--- src/cu_core_pkg.sv ---
`default_nettype none

package cu_core_pkg;

    // Datapath and address width
    localparam int xlen = 32;

    // Scalar register count
    localparam int nregs = 32;

    typedef logic [$clog2(nregs)-1:0] reg_idx_t;
    typedef logic [xlen-1:0]          word_t;

    // Wishbone classic master request
    // Word access only, so there are no byte selects
    typedef struct packed {
        logic  cyc;
        logic  stb;
        logic  we;
        word_t adr;
        word_t dat_w;
    } wb_req_t;

    // Slave response
    typedef struct packed {
        logic  ack;
        word_t dat_r;
    } wb_rsp_t;

endpackage

`default_nettype wire

--- src/cu_isa_pkg.sv ---
`default_nettype none

package cu_isa_pkg;

    // Major opcodes
    localparam logic [6:0] op_reg    = 7'b0110011;
    localparam logic [6:0] op_imm    = 7'b0010011;
    localparam logic [6:0] op_load   = 7'b0000011;
    localparam logic [6:0] op_store  = 7'b0100011;
    localparam logic [6:0] op_branch = 7'b1100011;

    // funct3 for arithmetic
    localparam logic [2:0] f3_add = 3'b000;
    localparam logic [2:0] f3_sll = 3'b001;
    localparam logic [2:0] f3_slt = 3'b010;
    localparam logic [2:0] f3_xor = 3'b100;
    localparam logic [2:0] f3_srl = 3'b101;
    localparam logic [2:0] f3_or  = 3'b110;
    localparam logic [2:0] f3_and = 3'b111;

    // funct3 for branches and memory width
    localparam logic [2:0] f3_beq  = 3'b000;
    localparam logic [2:0] f3_bne  = 3'b001;
    localparam logic [2:0] f3_blt  = 3'b100;
    localparam logic [2:0] f3_word = 3'b010;

    localparam logic [6:0] f7_sub = 7'b0100000;

    typedef struct packed {
        logic [6:0]            funct7;
        cu_core_pkg::reg_idx_t rs2;
        cu_core_pkg::reg_idx_t rs1;
        logic [2:0]            funct3;
        cu_core_pkg::reg_idx_t rd;
        logic [6:0]            opcode;
    } r_fmt_t;

    typedef struct packed {
        logic [6:0]            imm_hi;
        cu_core_pkg::reg_idx_t rs2;
        cu_core_pkg::reg_idx_t rs1;
        logic [2:0]            funct3;
        logic [4:0]            imm_lo;
        logic [6:0]            opcode;
    } s_fmt_t;

    // R view also carries I-type, since its top twelve bits are the immediate
    typedef union packed {
        r_fmt_t r;
        s_fmt_t s;
    } instr_u;

    typedef enum logic [2:0] {
        alu_add,
        alu_sub,
        alu_and,
        alu_or,
        alu_xor,
        alu_slt,
        alu_sll,
        alu_srl
    } alu_op_e;

    typedef struct packed {
        logic                  valid;
        alu_op_e               alu_op;
        logic                  use_imm;
        logic                  uses_rs1;
        logic                  uses_rs2;
        logic                  writes_rd;
        logic                  is_load;
        logic                  is_store;
        logic                  is_branch;
        logic [2:0]            br_cond;
        cu_core_pkg::reg_idx_t rs1;
        cu_core_pkg::reg_idx_t rs2;
        cu_core_pkg::reg_idx_t rd;
        cu_core_pkg::word_t    imm;
    } ctrl_t;

endpackage

`default_nettype wire

--- src/cu_fetch.sv ---
`default_nettype none

module cu_fetch (
    input  logic               clk,
    input  logic               rst_n,
    input  logic               stall,
    input  logic               redirect,
    input  cu_core_pkg::word_t target,
    output cu_core_pkg::word_t pc
);
    import cu_core_pkg::*;

    word_t pc_next;

    // A taken branch in EX overrides a hazard hold on the front end
    always_comb begin
        if (redirect) begin
            pc_next = target;
        end else if (stall) begin
            pc_next = pc;
        end else begin
            pc_next = pc + word_t'(4);
        end
    end

    always_ff @(posedge clk or negedge rst_n) begin
        if (!rst_n) begin
            pc <= '0;
        end else begin
            pc <= pc_next;
        end
    end

endmodule

`default_nettype wire

--- src/cu_decoder.sv ---
`default_nettype none

module cu_decoder (
    input  cu_isa_pkg::instr_u instr,
    output cu_isa_pkg::ctrl_t  ctrl
);
    import cu_core_pkg::*;
    import cu_isa_pkg::*;

    word_t imm_i;
    word_t imm_s;
    word_t imm_b;

    // Register and immediate forms share the funct3 encoding
    function automatic alu_op_e arith_op(input logic [2:0] funct3, input logic is_sub);
        case (funct3)
            f3_add:  return is_sub ? alu_sub : alu_add;
            f3_sll:  return alu_sll;
            f3_slt:  return alu_slt;
            f3_xor:  return alu_xor;
            f3_srl:  return alu_srl;
            f3_or:   return alu_or;
            f3_and:  return alu_and;
            default: return alu_add;
        endcase
    endfunction

    assign imm_i = {{20{instr.r.funct7[6]}}, instr.r.funct7, instr.r.rs2};
    assign imm_s = {{20{instr.s.imm_hi[6]}}, instr.s.imm_hi, instr.s.imm_lo};
    // B immediate is scattered across both halves of the S fields
    assign imm_b = {{19{instr.s.imm_hi[6]}}, instr.s.imm_hi[6], instr.s.imm_lo[0],
                    instr.s.imm_hi[5:0], instr.s.imm_lo[4:1], 1'b0};

    always_comb begin
        ctrl = '0;
        case (instr.r.opcode)
            op_reg: begin
                ctrl = '{valid: 1'b1, uses_rs1: 1'b1, uses_rs2: 1'b1, writes_rd: 1'b1,
                         alu_op: arith_op(instr.r.funct3, instr.r.funct7 == f7_sub),
                         rs1: instr.r.rs1, rs2: instr.r.rs2, rd: instr.r.rd, default: '0};
            end
            op_imm: begin
                ctrl = '{valid: 1'b1, use_imm: 1'b1, uses_rs1: 1'b1, writes_rd: 1'b1,
                         alu_op: arith_op(instr.r.funct3, 1'b0),
                         rs1: instr.r.rs1, rd: instr.r.rd, imm: imm_i, default: '0};
            end
            op_load: begin
                ctrl = '{valid: instr.r.funct3 == f3_word, use_imm: 1'b1, uses_rs1: 1'b1,
                         writes_rd: instr.r.funct3 == f3_word, is_load: 1'b1,
                         alu_op: alu_add, rs1: instr.r.rs1, rd: instr.r.rd, imm: imm_i,
                         default: '0};
            end
            op_store: begin
                ctrl = '{valid: instr.s.funct3 == f3_word, uses_rs1: 1'b1, uses_rs2: 1'b1,
                         is_store: 1'b1, alu_op: alu_add, rs1: instr.s.rs1,
                         rs2: instr.s.rs2, imm: imm_s, default: '0};
            end
            op_branch: begin
                ctrl = '{valid: 1'b1, uses_rs1: 1'b1, uses_rs2: 1'b1, is_branch: 1'b1,
                         br_cond: instr.s.funct3, alu_op: alu_sub, rs1: instr.s.rs1,
                         rs2: instr.s.rs2, imm: imm_b, default: '0};
            end
            // Anything else falls through as a no-op
            default: ;
        endcase
    end

endmodule

`default_nettype wire

--- src/cu_scoreboard.sv ---
`default_nettype none

module cu_scoreboard (
    input  logic                  clk,
    input  logic                  rst_n,
    input  logic                  issue,
    input  cu_isa_pkg::ctrl_t     id_ctrl,
    input  logic                  wb_we,
    input  cu_core_pkg::reg_idx_t wb_rd,
    output logic                  hazard
);
    import cu_core_pkg::*;

    logic [nregs-1:0] busy;
    logic [nregs-1:0] live;
    logic [nregs-1:0] set_mask;
    logic [nregs-1:0] clear_mask;

    always_comb begin
        clear_mask = '0;
        set_mask   = '0;
        if (wb_we) begin
            clear_mask[wb_rd] = 1'b1;
        end
        // x0 never becomes busy
        if (issue && id_ctrl.writes_rd && id_ctrl.rd != '0) begin
            set_mask[id_ctrl.rd] = 1'b1;
        end
    end

    // Retiring register is readable this cycle through the regfile bypass
    assign live = busy & ~clear_mask;

    // Destination is checked too so an older write cannot clear a younger busy bit
    assign hazard = id_ctrl.valid &&
                    ((id_ctrl.uses_rs1  && live[id_ctrl.rs1]) ||
                     (id_ctrl.uses_rs2  && live[id_ctrl.rs2]) ||
                     (id_ctrl.writes_rd && live[id_ctrl.rd]));

    // Set wins over clear for the same register
    always_ff @(posedge clk or negedge rst_n) begin
        if (!rst_n) begin
            busy <= '0;
        end else begin
            busy <= live | set_mask;
        end
    end

endmodule

`default_nettype wire

--- src/cu_regfile.sv ---
`default_nettype none

module cu_regfile (
    input  logic                  clk,
    input  logic                  rst_n,
    input  cu_core_pkg::reg_idx_t raddr_a,
    input  cu_core_pkg::reg_idx_t raddr_b,
    output cu_core_pkg::word_t    rdata_a,
    output cu_core_pkg::word_t    rdata_b,
    input  logic                  we,
    input  cu_core_pkg::reg_idx_t waddr,
    input  cu_core_pkg::word_t    wdata
);
    import cu_core_pkg::*;

    word_t regs [nregs];

    // Same-cycle write is forwarded to the readers
    function automatic word_t read_port(input reg_idx_t ra, input word_t stored);
        if (ra == '0) begin
            return '0;
        end
        if (we && waddr == ra) begin
            return wdata;
        end
        return stored;
    endfunction

    always_ff @(posedge clk or negedge rst_n) begin
        if (!rst_n) begin
            for (int i = 0; i < nregs; i++) begin
                regs[i] <= '0;
            end
        end else if (we && waddr != '0) begin
            regs[waddr] <= wdata;
        end
    end

    always_comb begin
        rdata_a = read_port(raddr_a, regs[raddr_a]);
        rdata_b = read_port(raddr_b, regs[raddr_b]);
    end

endmodule

`default_nettype wire

--- src/cu_alu.sv ---
`default_nettype none

module cu_alu (
    input  cu_isa_pkg::ctrl_t  ctrl,
    input  cu_core_pkg::word_t op_a,
    input  cu_core_pkg::word_t op_b,
    input  cu_core_pkg::word_t pc,
    output cu_core_pkg::word_t result,
    output cu_core_pkg::word_t addr,
    output logic               branch_taken,
    output cu_core_pkg::word_t branch_target
);
    import cu_core_pkg::*;
    import cu_isa_pkg::*;

    word_t      op_b_sel;
    logic [4:0] shamt;
    logic       cond;

    assign op_b_sel = ctrl.use_imm ? ctrl.imm : op_b;
    assign shamt    = op_b_sel[4:0];

    always_comb begin
        case (ctrl.alu_op)
            alu_add: result = op_a + op_b_sel;
            alu_sub: result = op_a - op_b_sel;
            alu_and: result = op_a & op_b_sel;
            alu_or:  result = op_a | op_b_sel;
            alu_xor: result = op_a ^ op_b_sel;
            alu_slt: result = {{(xlen-1){1'b0}}, $signed(op_a) < $signed(op_b_sel)};
            alu_sll: result = op_a << shamt;
            alu_srl: result = op_a >> shamt;
            default: result = op_a + op_b_sel;
        endcase
    end

    // Compare the two register operands, never the immediate
    always_comb begin
        case (ctrl.br_cond)
            f3_beq:  cond = (op_a == op_b);
            f3_bne:  cond = (op_a != op_b);
            f3_blt:  cond = ($signed(op_a) < $signed(op_b));
            default: cond = 1'b0;
        endcase
    end

    assign branch_taken  = ctrl.valid && ctrl.is_branch && cond;
    assign branch_target = pc + ctrl.imm;

    // Effective address for lw and sw
    assign addr = op_a + ctrl.imm;

endmodule

`default_nettype wire

--- src/cu_lsu.sv ---
`default_nettype none

module cu_lsu (
    input  logic                 clk,
    input  logic                 rst_n,
    input  cu_isa_pkg::ctrl_t    mem_ctrl,
    input  cu_core_pkg::word_t   addr,
    input  cu_core_pkg::word_t   store_data,
    output cu_core_pkg::wb_req_t wb_req,
    input  cu_core_pkg::wb_rsp_t wb_rsp,
    output logic                 stall,
    output cu_core_pkg::word_t   load_data
);
    import cu_core_pkg::*;

    logic mem_op;
    logic ack_last;

    assign mem_op = mem_ctrl.valid && (mem_ctrl.is_load || mem_ctrl.is_store);

    // Bus sits idle for one cycle after every ack
    always_ff @(posedge clk or negedge rst_n) begin
        if (!rst_n) begin
            ack_last <= 1'b0;
        end else begin
            ack_last <= wb_req.cyc && wb_rsp.ack;
        end
    end

    // Request comes straight from EX/MEM, which is frozen until ack
    always_comb begin
        wb_req.cyc   = mem_op && !ack_last;
        wb_req.stb   = mem_op && !ack_last;
        wb_req.we    = mem_ctrl.is_store;
        wb_req.adr   = {addr[xlen-1:2], 2'b00};
        wb_req.dat_w = store_data;
    end

    // Released in the ack cycle so MEM/WB captures dat_r at that edge
    assign stall     = mem_op && !(wb_req.cyc && wb_rsp.ack);
    assign load_data = wb_rsp.dat_r;

endmodule

`default_nettype wire

--- src/cu_top.sv ---
`default_nettype none

module cu_top (
    input  logic                 clk,
    input  logic                 rst_n,
    output cu_core_pkg::word_t   inst_addr,
    input  cu_core_pkg::word_t   inst_rdata,
    output cu_core_pkg::wb_req_t wb_req,
    input  cu_core_pkg::wb_rsp_t wb_rsp
);
    import cu_core_pkg::*;
    import cu_isa_pkg::*;

    typedef struct packed {
        logic   valid;
        word_t  pc;
        instr_u instr;
    } if_id_t;

    typedef struct packed {
        ctrl_t ctrl;
        word_t pc;
        word_t op_a;
        word_t op_b;
    } id_ex_t;

    typedef struct packed {
        ctrl_t ctrl;
        word_t result;
        word_t addr;
        word_t store_data;
    } ex_mem_t;

    // Writeback bundle, shared by regfile and scoreboard
    typedef struct packed {
        logic     we;
        reg_idx_t rd;
        word_t    data;
    } mem_wb_t;

    if_id_t  if_id;
    id_ex_t  id_ex;
    ex_mem_t ex_mem;
    mem_wb_t mem_wb;
    ctrl_t   dec_ctrl;
    ctrl_t   id_ctrl;
    word_t   rf_a;
    word_t   rf_b;
    word_t   ex_result;
    word_t   ex_addr;
    word_t   ex_target;
    word_t   load_data;
    logic    stall_mem;
    logic    stall_hazard;
    logic    ex_taken;
    logic    redirect;
    logic    issue;

    // A branch frozen behind a memory stall must not redirect yet
    assign redirect = ex_taken && !stall_mem;
    assign issue    = id_ctrl.valid && !stall_mem && !stall_hazard && !redirect;

    cu_fetch u_fetch (
        .clk(clk), .rst_n(rst_n), .stall(stall_mem || stall_hazard),
        .redirect(redirect), .target(ex_target), .pc(inst_addr)
    );

    always_ff @(posedge clk or negedge rst_n) begin
        if (!rst_n) begin
            if_id <= '0;
        end else if (redirect) begin
            if_id.valid <= 1'b0;
        end else if (!(stall_mem || stall_hazard)) begin
            if_id <= '{valid: 1'b1, pc: inst_addr, instr: inst_rdata};
        end
    end

    cu_decoder u_decoder (.instr(if_id.instr), .ctrl(dec_ctrl));

    always_comb begin
        id_ctrl       = dec_ctrl;
        id_ctrl.valid = dec_ctrl.valid && if_id.valid;
    end

    cu_scoreboard u_scoreboard (
        .clk(clk), .rst_n(rst_n), .issue(issue), .id_ctrl(id_ctrl),
        .wb_we(mem_wb.we), .wb_rd(mem_wb.rd), .hazard(stall_hazard)
    );

    cu_regfile u_regfile (
        .clk(clk), .rst_n(rst_n), .raddr_a(id_ctrl.rs1), .raddr_b(id_ctrl.rs2),
        .rdata_a(rf_a), .rdata_b(rf_b),
        .we(mem_wb.we), .waddr(mem_wb.rd), .wdata(mem_wb.data)
    );

    // Hazard or flush leaves a bubble in EX
    always_ff @(posedge clk or negedge rst_n) begin
        if (!rst_n) begin
            id_ex <= '0;
        end else if (!stall_mem) begin
            id_ex            <= '{ctrl: id_ctrl, pc: if_id.pc, op_a: rf_a, op_b: rf_b};
            id_ex.ctrl.valid <= issue;
        end
    end

    cu_alu u_alu (
        .ctrl(id_ex.ctrl), .op_a(id_ex.op_a), .op_b(id_ex.op_b), .pc(id_ex.pc),
        .result(ex_result), .addr(ex_addr),
        .branch_taken(ex_taken), .branch_target(ex_target)
    );

    always_ff @(posedge clk or negedge rst_n) begin
        if (!rst_n) begin
            ex_mem <= '0;
        end else if (!stall_mem) begin
            ex_mem <= '{ctrl: id_ex.ctrl, result: ex_result, addr: ex_addr,
                        store_data: id_ex.op_b};
        end
    end

    cu_lsu u_lsu (
        .clk(clk), .rst_n(rst_n), .mem_ctrl(ex_mem.ctrl), .addr(ex_mem.addr),
        .store_data(ex_mem.store_data), .wb_req(wb_req), .wb_rsp(wb_rsp),
        .stall(stall_mem), .load_data(load_data)
    );

    // WB retires even while MEM waits, so only a bubble follows it
    always_ff @(posedge clk or negedge rst_n) begin
        if (!rst_n) begin
            mem_wb <= '0;
        end else if (stall_mem) begin
            mem_wb.we <= 1'b0;
        end else begin
            mem_wb.we   <= ex_mem.ctrl.valid && ex_mem.ctrl.writes_rd;
            mem_wb.rd   <= ex_mem.ctrl.rd;
            mem_wb.data <= ex_mem.ctrl.is_load ? load_data : ex_mem.result;
        end
    end

endmodule

`default_nettype wire

--- config.mk ---
export PLATFORM = sky130hd
export DESIGN_NAME = cu_top
export DESIGN_NICKNAME = d
export VERILOG_FILES = /design/src/cu_core_pkg.sv /design/src/cu_isa_pkg.sv /design/src/cu_fetch.sv /design/src/cu_decoder.sv /design/src/cu_scoreboard.sv /design/src/cu_regfile.sv /design/src/cu_alu.sv /design/src/cu_lsu.sv /design/src/cu_top.sv
export SDC_FILE = /design/constraint.sdc
export NUM_CORES = 2
export LEC_CHECK = 0
export ABC_AREA = 1
export BUFFER_PORTS_ARGS = -buffer_cell sky130_fd_sc_hd__buf_2
export CORE_MARGIN = 4
export CORE_UTILIZATION = 40
export DETAILED_ROUTE_END_ITERATION = 7
export PLACE_DENSITY = 0.6
export SYNTH_ARGS = -nofsm -noshare
export SYNTH_HDL_FRONTEND = slang
export SYNTH_HIERARCHICAL = 1
export SYNTH_SLANG_ARGS = --single-unit
--- constraint.sdc ---
create_clock -name clk -period 4.2 [get_ports clk]
set_input_delay 0.63 -clock clk [delete_from_list [all_inputs] [get_ports clk]]
set_output_delay 0.63 -clock clk [all_outputs]
set_load 0.01 [all_outputs]
==> results.tsv <==
metric	value	unit
rsz0062_at_grt	no	
syn_area_per_cell	6.61	um^2
critPathKind	reg2reg	
dp_slack	0.251	ns
final_area	0.104	mm^2
end_kind	flip-flop	
post-route-period-util	0.929	
nets	14150	
skew	0.0837	ns
crit_path_top_delay_cell	nor2_1	
crit_buf_inv	5	
ys_warn_count	6	
max-slew-margin-rel	0.208	
period_minus_slack	3.90	ns
cts_sinks	1440	
r2r_slack	0.30	ns
grt_first_pass_wirelength	600000	um
power	32.5	mW
place_inst	16829	
powerDensity	312	mW/mm^2
wl_per_cell	23.7	um
vias_per_cell	5.59	
status	complete, no violations	
h-tree-depth	4	
core-area	0.235	mm^2
min_path_type	in2reg	
finalWorstSetupSlack	0.300	ns
p_leak	49.9	nW
die_w	494	um
initial_utilization	0.402	
firstDrtPassIters	8	
grt_usage	0.325	
fp.dieH	494	um
drc	0	
crit_family	simple AND/OR/NAND/NOR gates	
finalSetupTns	0	ns
cts_made_buffers	170	
die-area	0.244	mm^2
gp_congestion	1.06	
r2r_start	id_ex[39]$_DFFE_PN0N_	
area_delta_synth_final	10.6	%
syn_area	0.0944	mm^2
layout.cells.non_filler	17182	
tightest_slew	1.19	ns
post-cts-setup-buffer-count	0	
drive_gt1_frac	0.0714	
startpoint	id_ex[39]$_DFFE_PN0N_	
boundaryPins	166	
startpoint_type	flip-flop	
cts_root_buf	clkbuf_16	
crit_chain	ha_1, nand2_1, nor2_1, nand4_1, nor3b_1, buf_4, nand2_1, o21ai_0, inv_1, a21oi_1, inv_2, nor2_2, inv_1, nand2_2, clkinvlp_4, a22o_1, o21bai_1	
num_vias	95984	
port_buffers	163	
critPathArrivalTime	4.64	ns
synth_cells	14276	
utilization	0.444	
hold_ws	0.0577	ns
path_clk_slew	0.06	ns
antenna_found_initial	22	
antenna_left	0	
grt_max_degree	169	
drt_first_iter_violations	12707	
max_freq	256	MHz
overflow	0	
worstPathRequired	4.94	ns
timing.final.max_slew_violations	0	
post_dp_cell_area	0.0979	mm^2
row_count	178	
hpwl	269000	um
max_cap_violations	0	
hold_viol	0	
cts_tree	done	
cts_buffer_depth	3	
critical-path-max-stage-delay	0.42	ns
peakVddDrop	0.000343	V
clock_latency	0.89	ns
drt-total-wl	407000	um
hold_start	inst_rdata[5]	
cp_max_fo	14	
grt_pass1_vias	88756	
setup_viol	0	
==> power by group <==
group          switching [mW]  leakage (nW)  internal, mW
combinational            1.63          27.3         0.631
sequential              0.213          19.6          14.0
clock                    6.63          2.95          9.40
total                    8.47          49.9          24.1
==> worst reg2reg max path, cell delays in order (launching register included) <==
cell and delay, ns:
dfrtp_1 0.39, ha_1 0.30, nand2_1 0.18, nor2_1 0.42, nand4_1 0.14, nor3b_1 0.36
buf_4 0.18, nand2_1 0.10, o21ai_0 0.16, inv_1 0.05, a21oi_1 0.17, inv_2 0.09
nor2_2 0.26, inv_1 0.17, nand2_2 0.12, clkinvlp_4 0.24, a22o_1 0.26, o21bai_1 0.16
==> routing by layer <==
| metal | track usage | up-vias | wire length [um] |
|---|---|---|---|
| met4 | 0.152 | 8 | 21900 |
| met5 | 0 | - | 56 |
| met2 | 0.490 | 5136 | 174000 |
| met1 | 0.450 | 45187 | 170000 |
| met3 | 0.0629 | 980 | 40800 |
| li1 | - | 44673 | - |
==> final cells by class <==
type	instances	area [um^2]
Fill cell	24604	131000
Clock buffer	246	5000
Clock inverter	60	1070
Timing Repair Buffer	525	4610
Sequential cell	1440	36000
Antenna cell	12	30.0
Multi-Input combinational cell	10136	47600
Inverter	1613	6110
Tap cell	3150	3940
==> layout by cell type, fill, tap and decap left out, types with 36 or more instances in the layout <==
cell type	instances
nand2_1	4725
nand3_1	2210
inv_1	1571
dfrtp_1	1439
o21ai_0	1367
nor2_1	555
a21oi_1	303
buf_4	249
o211ai_1	207
ha_1	193
clkbuf_16	170
buf_2	162
buf_12	79
o21ai_1	76
or2_2	62
xor2_1	60
nand4_1	53
clkbuf_8	46
nor3_1	36
==> repair_timing <==
item                                    4_1_cts  5_1_grt
resized for setup                             0        6
endpoints found under the setup margin        0       43
endpoints found under the hold margin       104        0
hold buffers                                 35        0
==> flip-flops by register name, indices dropped and copies added (netlist names) <==
register and flops:
u_regfile/regs 1024, id_ex 145, ex_mem 103, if_id 65
mem_wb 38, u_fetch/pc 32, u_scoreboard/busy 32, u_lsu/ack_last 1
==> worst paths after layout <==
check                                                         to  cells past startpoint
worst max-delay path                  u_fetch/pc[10]$_DFFE_PN0N_                     17
worst min register to register  u_regfile/regs[1003]$_DFFE_PN0P_                      0
worst min-delay path                        if_id[5]$_DFFE_PN0P_                      3
min in group asynchronous                  id_ex[93]$_DFFE_PN0N_                      2
worst max register to register        u_fetch/pc[10]$_DFFE_PN0N_                     17
max in group asynchronous        u_regfile/regs[957]$_DFFE_PN0P_                      3
No activity file was read; power rests on OpenSTA's default activity.
